### src/rtl/hdr_defs.svh
`ifndef HDR_DEFS_SVH
`define HDR_DEFS_SVH

// payload bits carried by one HDR-DDR word
`define HDR_PAYLOAD_W 16

// payload plus the trailing even-parity bit
`define HDR_FRAME_W 17

// target register file written by normal transactions
`define HDR_REG_DEPTH 8
`define HDR_REG_AW 3

// dynamic address of the target
`define HDR_ADDR_W 7
`define HDR_DEFAULT_ADDR 7'h2a

`endif

### src/rtl/hdr_pkg.sv
`default_nettype none

package hdr_pkg;

	typedef enum logic [2:0] {
		IDLE_SDR    = 3'd0, // waiting for ENTHDR on the SDR side
		IDLE_HDR    = 3'd1,
		INITIALIZE  = 3'd2, // receiving the command word
		CCC_HANDLER = 3'd3,
		DDR_NT      = 3'd4
	} engine_state_e;

	typedef enum logic [1:0] {
		NOT_ME = 2'd0,
		ME_DDR = 2'd1,
		CCC    = 2'd2,
		ERROR  = 2'd3 // command word failed parity
	} rx_decision_e;

	typedef enum logic {
		RX_CMD  = 1'b0,
		RX_DATA = 1'b1
	} rx_mode_e;

	typedef enum logic [7:0] {
		CCC_RSTADDR = 8'h01,
		CCC_SETADDR = 8'h02
	} ccc_opcode_e;

endpackage

`default_nettype wire

### src/rtl/hdr_engine.sv
`timescale 1ns/100ps
`default_nettype none

module hdr_engine (
	input  wire                        i_sys_clk,
	input  wire                        i_sys_rst,
	input  wire                        i_enthdr,
	input  wire                        i_exit,
	input  wire                        i_restart,
	input  wire                        i_decision_stb,
	input  wire hdr_pkg::rx_decision_e i_decision,
	input  wire                        i_nt_done,
	input  wire                        i_ccc_done,
	output logic                       o_enthdr_en,
	output logic                       o_rx_en,
	output hdr_pkg::rx_mode_e          o_rx_mode,
	output logic                       o_nt_en,
	output logic                       o_ccc_en
);

	hdr_pkg::engine_state_e current_state;
	hdr_pkg::engine_state_e next_state;

	always_ff @(posedge i_sys_clk or negedge i_sys_rst) begin
		if (!i_sys_rst) begin
			current_state <= hdr_pkg::IDLE_SDR;
		end else begin
			current_state <= next_state;
		end
	end

	// outputs and next state both come straight from the current state
	always_comb begin
		o_enthdr_en = 1'b0;
		o_rx_en     = 1'b0;
		o_rx_mode   = hdr_pkg::RX_DATA; // only the command word is decoded
		o_nt_en     = 1'b0;
		o_ccc_en    = 1'b0;
		next_state  = current_state;
		case (current_state)
			hdr_pkg::IDLE_SDR: begin
				o_enthdr_en = 1'b1; // lets the SDR side look for ENTHDR
				if (i_enthdr) begin
					next_state = hdr_pkg::INITIALIZE;
				end
			end
			hdr_pkg::IDLE_HDR: begin
				if (i_exit) begin
					next_state = hdr_pkg::IDLE_SDR; // exit wins over restart
				end else if (i_restart) begin
					next_state = hdr_pkg::INITIALIZE;
				end
			end
			hdr_pkg::INITIALIZE: begin
				o_rx_en   = 1'b1;
				o_rx_mode = hdr_pkg::RX_CMD;
				if (i_decision_stb) begin
					case (i_decision)
						hdr_pkg::ME_DDR: next_state = hdr_pkg::DDR_NT;
						hdr_pkg::CCC:    next_state = hdr_pkg::CCC_HANDLER;
						default:         next_state = hdr_pkg::IDLE_HDR; // not addressed or bad parity
					endcase
				end
			end
			hdr_pkg::DDR_NT: begin
				o_rx_en = 1'b1; // data words keep flowing into the deserializer
				o_nt_en = 1'b1;
				if (i_nt_done) begin
					next_state = hdr_pkg::IDLE_HDR;
				end
			end
			hdr_pkg::CCC_HANDLER: begin
				o_rx_en  = 1'b1;
				o_ccc_en = 1'b1;
				if (i_ccc_done) begin
					next_state = hdr_pkg::IDLE_HDR;
				end
			end
			default: begin
				next_state = hdr_pkg::IDLE_SDR; // unused encodings recover to SDR
			end
		endcase
	end

endmodule

`default_nettype wire

### src/rtl/hdr_bit_counter.sv
`timescale 1ns/100ps
`default_nettype none

`include "hdr_defs.svh"

module hdr_bit_counter (
	input  wire  i_sys_clk,
	input  wire  i_sys_rst,
	input  wire  i_rx_en,
	input  wire  i_bit_stb,
	output logic o_shift_stb,
	output logic o_last_bit
);

	localparam int CNT_W = $clog2(`HDR_FRAME_W);

	logic [CNT_W-1:0] bit_cnt;

	assign o_shift_stb = i_rx_en & i_bit_stb; // bits outside a receive window are dropped
	assign o_last_bit  = (bit_cnt == CNT_W'(`HDR_FRAME_W - 1)); // the parity bit is next

	always_ff @(posedge i_sys_clk or negedge i_sys_rst) begin
		if (!i_sys_rst) begin
			bit_cnt <= '0;
		end else if (!i_rx_en) begin
			bit_cnt <= '0; // every receive window starts on a word boundary
		end else if (o_shift_stb) begin
			if (o_last_bit) begin
				bit_cnt <= '0;
			end else begin
				bit_cnt <= bit_cnt + 1'b1;
			end
		end
	end

endmodule

`default_nettype wire

### src/rtl/hdr_rx_deser.sv
`timescale 1ns/100ps
`default_nettype none

`include "hdr_defs.svh"

module hdr_rx_deser (
	input  wire                        i_sys_clk,
	input  wire                        i_sys_rst,
	input  wire                        i_shift_stb,
	input  wire                        i_last_bit,
	input  wire                        i_bit,
	input  wire hdr_pkg::rx_mode_e     i_rx_mode,
	input  wire [`HDR_ADDR_W-1:0]      i_own_addr,
	output logic                       o_word_stb,
	output logic [`HDR_PAYLOAD_W-1:0]  o_word,
	output logic                       o_parity_err,
	output logic [7:0]                 o_cmd_arg,
	output logic                       o_decision_stb,
	output hdr_pkg::rx_decision_e      o_decision
);

	logic [`HDR_PAYLOAD_W-1:0] shift_reg;
	logic                      word_end;
	logic                      cmd_mode;
	logic                      frame_odd;
	logic                      cmd_ccc;
	logic [`HDR_ADDR_W-1:0]    cmd_addr;

	assign word_end  = i_shift_stb & i_last_bit; // i_bit is the parity bit here
	assign cmd_mode  = (i_rx_mode == hdr_pkg::RX_CMD);
	assign frame_odd = ^{shift_reg, i_bit}; // even parity means zero over all 17 bits
	assign cmd_ccc   = shift_reg[`HDR_PAYLOAD_W-1];
	assign cmd_addr  = shift_reg[`HDR_PAYLOAD_W-2 -: `HDR_ADDR_W];

	always_ff @(posedge i_sys_clk) begin
		if (word_end) begin
			o_word <= shift_reg;
			if (cmd_mode) begin
				o_cmd_arg <= shift_reg[7:0]; // opcode or word count minus one
			end
		end else if (i_shift_stb) begin
			shift_reg <= {shift_reg[`HDR_PAYLOAD_W-2:0], i_bit}; // MSB arrives first
		end
	end

	always_ff @(posedge i_sys_clk or negedge i_sys_rst) begin
		if (!i_sys_rst) begin
			o_word_stb     <= 1'b0;
			o_decision_stb <= 1'b0;
			o_parity_err   <= 1'b0;
			o_decision     <= hdr_pkg::NOT_ME;
		end else begin
			o_word_stb     <= word_end;
			o_decision_stb <= word_end & cmd_mode;
			if (word_end) begin
				o_parity_err <= frame_odd;
			end
			if (word_end && cmd_mode) begin
				if (frame_odd) begin
					o_decision <= hdr_pkg::ERROR;
				end else if (cmd_ccc) begin
					o_decision <= hdr_pkg::CCC; // broadcast, address field ignored
				end else if (cmd_addr == i_own_addr) begin
					o_decision <= hdr_pkg::ME_DDR;
				end else begin
					o_decision <= hdr_pkg::NOT_ME;
				end
			end
		end
	end

endmodule

`default_nettype wire

### src/rtl/hdr_nt_unit.sv
`timescale 1ns/100ps
`default_nettype none

`include "hdr_defs.svh"

module hdr_nt_unit (
	input  wire                        i_sys_clk,
	input  wire                        i_sys_rst,
	input  wire                        i_nt_en,
	input  wire                        i_word_stb,
	input  wire [`HDR_PAYLOAD_W-1:0]   i_word,
	input  wire                        i_parity_err,
	input  wire [7:0]                  i_cmd_arg,
	output logic                       o_wr_stb,
	output logic [`HDR_REG_AW-1:0]     o_wr_addr,
	output logic [`HDR_PAYLOAD_W-1:0]  o_wr_data,
	output logic                       o_nt_done,
	output logic                       o_bad_word
);

	logic                   nt_en_q;
	logic [`HDR_REG_AW-1:0] words_left; // data words still expected, minus one
	logic [`HDR_REG_AW-1:0] wr_idx;
	logic                   data_word;

	assign data_word = i_nt_en & i_word_stb;

	always_ff @(posedge i_sys_clk or negedge i_sys_rst) begin
		if (!i_sys_rst) begin
			nt_en_q    <= 1'b0;
			words_left <= '0;
			wr_idx     <= '0;
			o_wr_stb   <= 1'b0;
			o_nt_done  <= 1'b0;
			o_bad_word <= 1'b0;
		end else begin
			nt_en_q    <= i_nt_en;
			o_wr_stb   <= 1'b0;
			o_nt_done  <= 1'b0;
			o_bad_word <= 1'b0;
			if (i_nt_en && !nt_en_q) begin
				words_left <= i_cmd_arg[`HDR_REG_AW-1:0]; // only the low bits of the count matter
				wr_idx     <= '0;
			end else if (data_word) begin
				o_wr_stb   <= ~i_parity_err; // a corrupted word still takes its index
				o_bad_word <= i_parity_err;
				o_nt_done  <= (words_left == '0);
				words_left <= words_left - 1'b1;
				wr_idx     <= wr_idx + 1'b1;
			end
		end
	end

	always_ff @(posedge i_sys_clk) begin
		if (data_word) begin
			o_wr_addr <= wr_idx;
			o_wr_data <= i_word;
		end
	end

endmodule

`default_nettype wire

### src/rtl/hdr_ccc_unit.sv
`timescale 1ns/100ps
`default_nettype none

`include "hdr_defs.svh"

module hdr_ccc_unit (
	input  wire                       i_sys_clk,
	input  wire                       i_sys_rst,
	input  wire                       i_ccc_en,
	input  wire                       i_word_stb,
	input  wire [`HDR_PAYLOAD_W-1:0]  i_word,
	input  wire                       i_parity_err,
	input  wire [7:0]                 i_cmd_arg,
	output logic [`HDR_ADDR_W-1:0]    o_own_addr,
	output logic                      o_ccc_done
);

	hdr_pkg::ccc_opcode_e opcode;
	logic                 ccc_en_q;
	logic                 ccc_first;
	logic                 addr_wait; // set-address is waiting for its data word
	logic                 word_done;

	assign opcode    = hdr_pkg::ccc_opcode_e'(i_cmd_arg);
	assign ccc_first = i_ccc_en & ~ccc_en_q;

	// single-word CCCs finish in the very first enabled cycle
	assign o_ccc_done = (ccc_first & (opcode != hdr_pkg::CCC_SETADDR)) | word_done;

	always_ff @(posedge i_sys_clk or negedge i_sys_rst) begin
		if (!i_sys_rst) begin
			ccc_en_q   <= 1'b0;
			addr_wait  <= 1'b0;
			word_done  <= 1'b0;
			o_own_addr <= `HDR_DEFAULT_ADDR;
		end else begin
			ccc_en_q  <= i_ccc_en;
			word_done <= 1'b0;
			if (!i_ccc_en) begin
				addr_wait <= 1'b0;
			end else if (ccc_first) begin
				case (opcode)
					hdr_pkg::CCC_SETADDR: addr_wait  <= 1'b1;
					hdr_pkg::CCC_RSTADDR: o_own_addr <= `HDR_DEFAULT_ADDR;
					default:              addr_wait  <= 1'b0; // unknown opcodes are ignored
				endcase
			end else if (addr_wait && i_word_stb) begin
				addr_wait <= 1'b0;
				word_done <= 1'b1;
				if (!i_parity_err) begin
					o_own_addr <= i_word[`HDR_ADDR_W-1:0]; // a bad word keeps the old address
				end
			end
		end
	end

endmodule

`default_nettype wire

### src/rtl/hdr_target_top.sv
`timescale 1ns/100ps
`default_nettype none

`include "hdr_defs.svh"

module hdr_target_top (
	input  wire                       i_sys_clk,
	input  wire                       i_sys_rst,
	input  wire                       i_enthdr,
	input  wire                       i_exit,
	input  wire                       i_restart,
	input  wire                       i_bit_stb,
	input  wire                       i_bit,
	output logic                      o_enthdr_en,
	output logic                      o_wr_stb,
	output logic [`HDR_REG_AW-1:0]    o_wr_addr,
	output logic [`HDR_PAYLOAD_W-1:0] o_wr_data,
	output logic                      o_parity_err,
	output logic [`HDR_ADDR_W-1:0]    o_own_addr
);

	logic                      rx_en;
	hdr_pkg::rx_mode_e         rx_mode;
	logic                      nt_en;
	logic                      ccc_en;
	logic                      shift_stb;
	logic                      last_bit;
	logic                      word_stb;
	logic [`HDR_PAYLOAD_W-1:0] word;
	logic                      word_par_err;
	logic [7:0]                cmd_arg;
	logic                      decision_stb;
	hdr_pkg::rx_decision_e     decision;
	logic                      nt_done;
	logic                      ccc_done;

	assign o_parity_err = word_stb & word_par_err; // one pulse per failing word

	hdr_engine engine_i (
		.i_sys_clk      (i_sys_clk),
		.i_sys_rst      (i_sys_rst),
		.i_enthdr       (i_enthdr),
		.i_exit         (i_exit),
		.i_restart      (i_restart),
		.i_decision_stb (decision_stb),
		.i_decision     (decision),
		.i_nt_done      (nt_done),
		.i_ccc_done     (ccc_done),
		.o_enthdr_en    (o_enthdr_en),
		.o_rx_en        (rx_en),
		.o_rx_mode      (rx_mode),
		.o_nt_en        (nt_en),
		.o_ccc_en       (ccc_en)
	);

	hdr_bit_counter bit_counter_i (
		.i_sys_clk   (i_sys_clk),
		.i_sys_rst   (i_sys_rst),
		.i_rx_en     (rx_en),
		.i_bit_stb   (i_bit_stb),
		.o_shift_stb (shift_stb),
		.o_last_bit  (last_bit)
	);

	hdr_rx_deser rx_deser_i (
		.i_sys_clk      (i_sys_clk),
		.i_sys_rst      (i_sys_rst),
		.i_shift_stb    (shift_stb),
		.i_last_bit     (last_bit),
		.i_bit          (i_bit),
		.i_rx_mode      (rx_mode),
		.i_own_addr     (o_own_addr),
		.o_word_stb     (word_stb),
		.o_word         (word),
		.o_parity_err   (word_par_err),
		.o_cmd_arg      (cmd_arg),
		.o_decision_stb (decision_stb),
		.o_decision     (decision)
	);

	hdr_nt_unit nt_unit_i (
		.i_sys_clk    (i_sys_clk),
		.i_sys_rst    (i_sys_rst),
		.i_nt_en      (nt_en),
		.i_word_stb   (word_stb),
		.i_word       (word),
		.i_parity_err (word_par_err),
		.i_cmd_arg    (cmd_arg),
		.o_wr_stb     (o_wr_stb),
		.o_wr_addr    (o_wr_addr),
		.o_wr_data    (o_wr_data),
		.o_nt_done    (nt_done),
		.o_bad_word   () // parity errors already leave through o_parity_err
	);

	hdr_ccc_unit ccc_unit_i (
		.i_sys_clk    (i_sys_clk),
		.i_sys_rst    (i_sys_rst),
		.i_ccc_en     (ccc_en),
		.i_word_stb   (word_stb),
		.i_word       (word),
		.i_parity_err (word_par_err),
		.i_cmd_arg    (cmd_arg),
		.o_own_addr   (o_own_addr),
		.o_ccc_done   (ccc_done)
	);

endmodule

`default_nettype wire

### config.mk
export PLATFORM = sky130hd
export DESIGN_NAME = hdr_target_top
export DESIGN_NICKNAME = d
export VERILOG_FILES = /design/src/rtl/hdr_pkg.sv /design/src/rtl/hdr_engine.sv /design/src/rtl/hdr_bit_counter.sv /design/src/rtl/hdr_rx_deser.sv /design/src/rtl/hdr_nt_unit.sv /design/src/rtl/hdr_ccc_unit.sv /design/src/rtl/hdr_target_top.sv
export VERILOG_INCLUDE_DIRS = /design/src /design/src/rtl
export SDC_FILE = /design/constraint.sdc
export NUM_CORES = 1
export LEC_CHECK = 0
export BUFFER_PORTS_ARGS = -buffer_cell sky130_fd_sc_hd__buf_2
export CAP_MARGIN = 5
export CORE_MARGIN = 2
export CORE_UTILIZATION = 35
export CTS_CLUSTER_DIAMETER = 60
export CTS_CLUSTER_SIZE = 24
export DETAILED_ROUTE_END_ITERATION = 10
export SYNTH_ARGS = -nofsm -noshare
export SYNTH_HDL_FRONTEND = slang
export SYNTH_SLANG_ARGS = --single-unit
### constraint.sdc
create_clock -name i_sys_clk -period 2.4 [get_ports i_sys_clk]
set_clock_uncertainty 0.1 [all_clocks]
set_input_delay 0.12 -clock i_sys_clk [delete_from_list [all_inputs] [get_ports i_sys_clk]]
set_output_delay 0.12 -clock i_sys_clk [all_outputs]
set_load 0.02 [all_outputs]
[Word level (Yosys, flattened, before mapping)]
Index checks and enable logic that the tools add are counted.
Operators by class
  add/sub/neg operators: 3
  equality and inequality tests: 21
  multiplexer cells: 37
  bitwise gates (word level): 11
  reduce and logical (&&, ||, !) cells: 15
Operator list (number)
  $mux W3: 10
  $mux W7: 4
  $reduce_xor A17 Y1: 1
  $mux W1: 15
  $mux W5: 3
  $pmux W3 S5: 1
  $ne A3 B3 Y1 const B: 3
  $eq A8 B1 Y1 const B: 1
  $eq A8 B2 Y1 const B: 1
  $ne A2 B1 Y1 const B: 4
  $ne A8 B2 Y1 const B: 1
  $and A1 B1 Y1: 7
  $eq A7 B7 Y1: 1
  $eq A3 B2 Y1 const B: 2
  $logic_not A3 Y1: 2
  $ne A2 B2 Y1 const B: 3
  $pmux W3 S2: 1
  $reduce_and A2 Y1: 3
  $add A5 B1 Y5 const B: 1
  $eq A5 B5 Y1 const B: 1
  $reduce_and A5 Y1: 1
  $mux W2: 2
  $reduce_and A4 Y1: 1
  $reduce_bool A2 Y1: 2
  12 further kinds: 16
Storage, ports and cells
  register bits: 91
  input port bits: 7
  output and inout port bits: 29
  word-level logic and storage cells: 107

[Longest topological paths before layout]
Gate-level depths: netlist of the first run.
  depth after elaboration: 7
  depth in mapped cells: 9
  mapped depth without buffers: 7

[Cells and area by module]
Synthesis of the first run repeated with hierarchy kept, for this count alone.
Unflattened totals
  cells, all modules: 249
  area total of the unflattened synthesis: 3736.1 um^2
Modules (own cells, without submodules)
  hdr_rx_deser: instances 1, cells an instance 82, area each 1606.5 um^2, sequential area each 1326.3 um^2
  hdr_nt_unit: instances 1, cells an instance 64, area each 1064.8 um^2, sequential area each 820.8 um^2
  hdr_ccc_unit: instances 1, cells an instance 39, area each 486.7 um^2, sequential area each 254.0 um^2
  hdr_bit_counter: instances 1, cells an instance 31, area each 309.0 um^2, sequential area each 125.1 um^2
  hdr_engine: instances 1, cells an instance 32, area each 262.8 um^2, sequential area each 75.1 um^2
  hdr_target_top: instances 1, cells an instance 1, area each 6.3 um^2, sequential area each 0.0 um^2

[Worst setup path after synthesis of the first run]
Ideal clock, no wire load.
  path type: flip-flop to flip-flop
  start point: reg bit_counter_i.bit_cnt[0]
  end point: reg rx_deser_i.o_parity_err
  setup time: 125 ps
  arrival: 2261 ps
  required time: 2175 ps
  slack: -86 ps
  cell stages (with the launch flop): 7
  buffers on the path: 0
  period minus slack after synthesis: 2486 ps
  path through: dfrtp_1 inv_1 ha_1 nand3b_1 or3b_1 nor2_1 mux2_2
On the way
  word-level cells in the longest chain between the ends: 2
Ends and longest elaborated chain
  from (decl): line hdr_bit_counter.sv:17  | logic [CNT_W-1:0] bit_cnt;
  from (signal assigned): line hdr_bit_counter.sv:31  | bit_cnt <= bit_cnt + 1'b1;
  $eq A5 B5 Y1: line hdr_bit_counter.sv:20  | assign o_last_bit = (bit_cnt == CNT_W'(`HDR_FRAME_W - 1));
  $and A1 B1 Y1: line hdr_rx_deser.sv:29  | assign word_end = i_shift_stb & i_last_bit;
  net rx_deser_i.word_end: line hdr_rx_deser.sv:23  | logic word_end;
  to (signal assigned): line hdr_rx_deser.sv:56  | o_parity_err <= frame_odd;
  to (decl): line hdr_rx_deser.sv:16  | output logic o_parity_err,
The timed path passes the listed nets, and every way through them passes these cells.
A chain may end at the register's enable or synchronous reset.

[Worst setup path in the final report of the first run]
  start point: reg bit_counter_i.bit_cnt[0]
  end point: reg rx_deser_i.o_cmd_arg[7], enable pin
On the way
  word-level cells in the longest chain between the ends: 3
Ends and longest elaborated chain
  $eq A5 B5 Y1: line hdr_bit_counter.sv:20
  $and A1 B1 Y1: line hdr_rx_deser.sv:29
  $reduce_and A2 Y1 (no line)
  to (signal assigned): line hdr_rx_deser.sv:39  | o_cmd_arg <= shift_reg[7:0];
  to (decl): line hdr_rx_deser.sv:17  | output logic [7:0] o_cmd_arg,
Every way passes these cells.

==> results of run 1 <==
-- worst register-to-register path: stages, from the launching register on --
cell      delay, ps
dfrtp_1         410
inv_1           110
ha_1            180
nand3b_1        100
or3b_1          410
or3_4           370
inv_1           260
-- cell usage in the layout, fill, tap and decap left out, types with 3 or more instances in the layout --
cell       n
inv_1     17
nor3_1     3
xnor2_1   13
o22ai_1    4
o21ai_0   16
dfrtp_1   29
and2_1     3
nand2b_1   4
a21oi_1    8
clkbuf_8   9
buf_2     35
nand3_1    4
nor3b_1    3
buf_4      5
edfxtp_1  59
xor2_1    10
nor2_1    14
dfstp_2    3
ha_1       6
nand2_1   16
o41ai_1    3
o31ai_1    5
-- worst max-delay path by stage --
stage / startpoint / slack [ps] / end / cells after the start
finish: bit_counter_i.bit_cnt[0]$_DFFE_PN0P_ / 130 / rx_deser_i.o_cmd_arg[7]$_DFFE_PP_ / 6
global placement: bit_counter_i.bit_cnt[0]$_DFFE_PN0P_ / 230 / rx_deser_i.o_cmd_arg[3]$_DFFE_PP_ / 6
detailed placement: bit_counter_i.bit_cnt[0]$_DFFE_PN0P_ / 150 / rx_deser_i.o_cmd_arg[7]$_DFFE_PP_ / 6
CTS: bit_counter_i.bit_cnt[0]$_DFFE_PN0P_ / 140 / rx_deser_i.o_cmd_arg[7]$_DFFE_PP_ / 6
floorplan: bit_counter_i.bit_cnt[0]$_DFFE_PN0P_ / 190 / rx_deser_i.o_parity_err$_DFFE_PN0P_ / 6
global route: bit_counter_i.bit_cnt[0]$_DFFE_PN0P_ / 6 / rx_deser_i.o_cmd_arg[6]$_DFFE_PP_ / 6
-- synth_stat cells, drive strengths merged, types with 3 or more instances --
library cell / n
clkbuf: 4
xnor2: 13
dfstp: 3
dfrtp: 29
o41ai: 3
nor2: 16
o22ai: 4
a21oi: 8
buf: 3
nor3b: 3
o21ai: 18
nand2b: 4
nor4: 3
xor2: 10
nor3: 3
inv: 17
ha: 6
o31ai: 5
and2: 3
nand3: 4
nand2: 16
edfxtp: 59
-- metrics by stage --
step	cell area (µm²)	setup WS [ps]	util, %	hold WS, ps
final	4245	134.0	41.49	56.49
after global routing	4245	6.400	41.49	63.86
after CTS	4245	137.0	41.49	42.33
after detailed placement	4001	147.2	39.11	129.3
after global placement	4001	231.7	39.11	120.3
after floorplan	3655	188.0	-	-275.6
-- cell type report --
| type | count | area, µm² | area share (%) |
|---|---|---|---|
| clock buffers | 10 | 127.6 | 3.006 |
| clock inverters | 6 | 96.34 | 2.269 |
| inverters | 17 | 63.81 | 1.503 |
| multi-input cells | 143 | 978.4 | 23.05 |
| flip-flops and latches | 91 | 2576 | 60.68 |
| well taps | 136 | 170.2 | 4.008 |
| repair buffers | 42 | 232.7 | 5.482 |
-- per-layer routing --
layer | GRT usage, % | share of wire, % | vias to the layer above | wire length, µm
met2 | 19.05 | 48 | 43 | 3075
met1 | 16.28 | 47 | 1025 | 2996
met5 | 0 | 0 | - | 0
met3 | 2.207 | 2.9 | 10 | 182
li1 | - | - | 1023 | -
met4 | 6.015 | 1.7 | 0 | 109
-- power breakdown --
group	switching, µW	internal [µW]	leakage [µW]
clock network	545	602	0.000109
registers	139	1810	0.000959
logic	426	305	0.000581
total	1110	2710	0.00165
-- kinds of logic after synthesis --
kind of cell	Yosys count	share of synthesized area, %
adder cells (fa/ha/maj)	6	2.055
multiplexers	4	1.165
buffers and inverters	24	2.741
AND/OR/NAND/NOR	61	8.839
XOR/XNOR	23	5.515
AO/OA/AOI/OAI	49	9.148
flip-flops	91	70.54
==> flow_summary.ini, run 1 <==
[layout]
layout.filler_cells = 941
fin_cells = 445
num-nets-final = 317
n_antenna_cell = 0
area_growth_pct = 16.24
drive_gt1_share_pct = 21.36

[synth]
synth_warnings = 0
ys_seq_area_share_pct = 70.54
async_reset_ff_share_pct = 35.16
synth_area_leaders = edfxtp_1 (49%), dfrtp_1 (20%), xnor2_1 (3.1%)
synth_seq_cells = 91
synth.distinct_cells = 46
synth-edff-count = 59
syn_area_per_cell_um2 = 14.16
synth_fp_nets = 271
synth_top_area_share_pct = 48.51
postSynth.topFlopCell = edfxtp_1
yosys.area.top_type = edfxtp_1
syn_area_um2 = 3652
syn-instance-count = 258

[setup_path]
number_of_cells_on_the_worst_reg_to_reg_path = 6
regToRegSetupSlack_ps = 130
r2r_end = rx_deser_i.o_cmd_arg[7]$_DFFE_PP_
crit_arrival_ps = 2190
crit_path_top_delay_cell = dfrtp_1
cp_top_family = simple AND/OR/NAND/NOR gates
launching_point_of_the_worst_reg2reg_path = bit_counter_i.bit_cnt[0]$_DFFE_PN0P_
start_to_end_type_of_the_worst_setup_path = flip-flop to flip-flop
critical_path.n_buffers_inverters = 2
worstSetupEndpointType = flip-flop
crit_path_largest_cell_delay_ps = 410
critPathRequiredTime_ps = 2320
series_of_cell_instances_along_the_critical_path = inv_1, ha_1, nand3b_1, or3b_1, or3_4, inv_1
start_kind = flip-flop
highest_net_fanout_along_the_worst_path = 9
timing.critical_path.mode_cell = inv_1

[clock_tree]
cts-root-buf = clkbuf_8
worst_skew_pair_later_pin_latency_ps = 340
post_cts_resized = 0
clock_tree.buffer_depth = 2
cts_made_buffers = 9
cts_hold_repair.buffers = 2
cts.htree.levels = 3
post-cts-setup-buffer-count = 0
clk_pin_slew_worst_paths_ps = 90
tritoncts = built
clock_sink_count = 91

[global_routing]
globalRouteTotalUtil_pct = 12.16
grt_antenna_before_repair = 0
grt_overflow_total = 0
grt_pass1_wl_um = 10560
grt_max_degree = 33
first_global_vias = 2088

[floorplan]
chipWidth_um = 106.2
core_area_um2 = 10230
initial_utilization_pct = 35.70
fp.dieH_um = 106.2
fp.dieArea_um2 = 11270
io-pin-count = 36
std_cell_rows = 37

[hold_path]
min_delay_path_depth = 3
hold_path_end = bit_counter_i.bit_cnt[1]$_DFFE_PN0P_
worst_hold_startpoint = i_bit_stb
hold_path_class = input pin to flip-flop

[drt]
average_routed_wire_per_standard_cell_um = 14.30
wirelength_um = 6363
via_count = 2101
route.detailed.vias_per_inst = 4.721
firstDrtPassIters = 4
drc_errors = 0
drtAntennaViolNets = 0
detailedRoute.firstIterationViolations = 126

[sta]
timing_max_transition_violations_final = 0
min_period_ps = 2266
rsz0062_at_grt = false
slew_headroom_pct = 51.42
timing.final.setup_violations = 0
setup_total_negative_slack_ps = 0
clock.fmax_ghz = 0.4413
fin_crit_sh_pct = 94.42
timing_worst_slew_pin_value_ps = 728.7
final_hold_viol_count = 0

[power]
vdd_drop_max_uv = 409.4
power_density_nw_per_um2 = 900.2
power.leakage_uw = 0.001649
report.power.total_uw = 3822

[place]
io_buffers = 35
detailed_place_hpwl_um = 4478
place_inst = 427
place.gp.congestion = 0.7796

[outcome]
run_status = finished, final reports clean

[job]
timing.max_cap.violations = 0
Power figures use the tool's default switching activity.
==> inputs of run 2 (changes only) <==
Settings changed: HOLD_SLACK_MARGIN set to 0.12.
==> run 2 against run 1 <==
Effect of this change:
- sequential share of layout area is 0.28 points lower
- clock-buffer cell count stayed put
- worst setup slack hardly changed
- routed wire length is 0.17% higher
- die area stayed put
- non-clock buffer count is 2 higher
- flip-flop and latch count stayed put
- critical endpoint unchanged
- largest cell class unchanged
==> flow_summary.ini, run 2 (synthesis gave the netlist of run 1 again) <==
[floorplan]
fp.dieH_um = 106.2
chipWidth_um = 106.2
initial_utilization_pct = 35.70
core_area_um2 = 10230
fp.dieArea_um2 = 11270
io-pin-count = 36
std_cell_rows = 37

[sta]
timing.final.setup_violations = 0
final.setup.worst_slack_ps = 134.1
timing_worst_slew_pin_value_ps = 734.6
setup_total_negative_slack_ps = 0
slew_headroom_pct = 51.03
final_hold_viol_count = 0
clock.fmax_ghz = 0.4413
fin_crit_sh_pct = 94.41
rsz0062_at_grt = false
timing_max_transition_violations_final = 0
min_period_ps = 2266

[clock_tree]
worst_skew_pair_later_pin_latency_ps = 340
clock_sink_count = 91
cts-root-buf = clkbuf_8
clock_tree.buffer_depth = 2
post_cts_resized = 0
cts_made_buffers = 9
tritoncts = built
cts.htree.levels = 3
clk_pin_slew_worst_paths_ps = 90

[global_routing]
grt_pass1_wl_um = 10570
grt_overflow_total = 0
globalRouteTotalUtil_pct = 12.17
first_global_vias = 2091
grt_max_degree = 33
grt_antenna_before_repair = 0

[setup_path]
worstSetupEndpointType = flip-flop
start_kind = flip-flop
highest_net_fanout_along_the_worst_path = 9
crit_arrival_ps = 2190
start_to_end_type_of_the_worst_setup_path = flip-flop to flip-flop
critPathRequiredTime_ps = 2320

[power]
power_frac_seq_pct = 50.9
power.internal_uw = 2715
p_clk_share_pct = 29.9
power_density_nw_per_um2 = 895.9
vdd_drop_max_uv = 410.4
power.leakage_uw = 0.001658
sw_frac_of_total_pct = 28.96
net_switching_component_of_the_power_uw = 1107
comb_power_share_pct = 19.2

[drt]
via_count = 2095
wirelength_um = 6374
detailedRoute.firstIterationViolations = 116
drtAntennaViolNets = 0
drc_errors = 0
route.detailed.vias_per_inst = 4.687
firstDrtPassIters = 4
average_routed_wire_per_standard_cell_um = 14.26

[outcome]
run_status = finished, final reports clean

[place]
placement.setup.worst_slack_ps = 147.2
post_dp_cell_area_um2 = 4001
io_buffers = 35
place.gp.congestion = 0.7796
detailed_place_hpwl_um = 4478

[layout]
num-nets-final = 319
drive_gt1_share_pct = 21.22
area_growth_pct = 16.79
layout.cells.most_common_list = edfxtp_1 (59), buf_2 (35), dfrtp_1 (29)
most_frequent_standard_cell_in_the_layout_excluding_fill_and_tap_cells = edfxtp_1
postLayoutCellArea_um2 = 4265
fin_util_pct = 41.69
n_antenna_cell = 0

[job]
timing.max_cap.violations = 0

[hold_path]
hold_path_class = input pin to flip-flop
[run 2: changes by cell type in the layout (fill, tap and decap cells not counted)]
| cell | previous run | this run |
|---|---|---|
| dlygate4sd3_1 | 2 | 4 |
[run 2: final timing paths]
kind | startpoint | end | slack, ps | depth (start not counted)
setup / recovery | bit_counter_i.bit_cnt[0]$_DFFE_PN0P_ | rx_deser_i.o_cmd_arg[7]$_DFFE_PP_ | 130 | 6
hold / removal | i_exit | engine_i.current_state[1]$_DFFE_PN0P_ | 150 | 5
setup reg to reg | bit_counter_i.bit_cnt[0]$_DFFE_PN0P_ | rx_deser_i.o_cmd_arg[7]$_DFFE_PP_ | 130 | 6
hold reg to reg | rx_deser_i.o_word[11]$_DFFE_PP_ | nt_unit_i.o_wr_data[11]$_DFFE_PN_ | 320 | 0
max in group asynchronous | i_sys_rst | ccc_unit_i.o_own_addr[4]$_DFFE_PN0P_ | 1460 | 2
min in group asynchronous | i_sys_rst | nt_unit_i.nt_en_q$_DFF_PN0_ | 270 | 2
[run 2: final cells by class]
type / instances / area [µm²]
clock inverter: 6 / 96.34
tap: 136 / 170.2
inverter: 17 / 63.81
fill: 941 / 5966
timing repair buffer: 44 / 252.7
clock buffer: 10 / 127.6
multi-input combinational: 143 / 978.4
sequential: 91 / 2576
[run 2: metal layers]
metal / global-route usage [%] / routed length, µm / vias to the layer above
met1: 16.32 / 3010 / 1015
met2: 19.05 / 3069 / 44
met3: 2.207 / 184 / 10
met5: 0 / 0 / -
li1: - / - / 1026
met4: 6.015 / 109 / 0
[run 2: critical path, stage by stage (launching register included)]
cell      delay [ps]
dfrtp_1          410
inv_1            110
ha_1             180
nand3b_1         100
or3b_1           410
or3_4            370
inv_1            260
[run 2: power by group through the flow]
stage	Clock [µW]	Combinational (µW)	Sequential (µW)
global placement	0	696	1980
CTS	1170	738	1950
finish	1140	734	1940
detailed placement	0	725	1980
floorplan	0	549	1920
global route	1250	817	1970
[run 2: per-stage QoR]
stage | cells | hold slack, ps | power (µW)
CTS | 447 | 137.4 | 3858
finish | 447 | 148.8 | 3821
detailed placement | 427 | 129.3 | 2703
global placement | 427 | 120.3 | 2672
floorplan | 258 | -275.6 | 2473
global route | 447 | 169.4 | 4032
[run 2: timing repair]
item / 4_1_cts / 5_1_grt
hold buffers: 4 / 0
hold endpoints to repair: 35 / 0
buffers inserted: 0 / 0
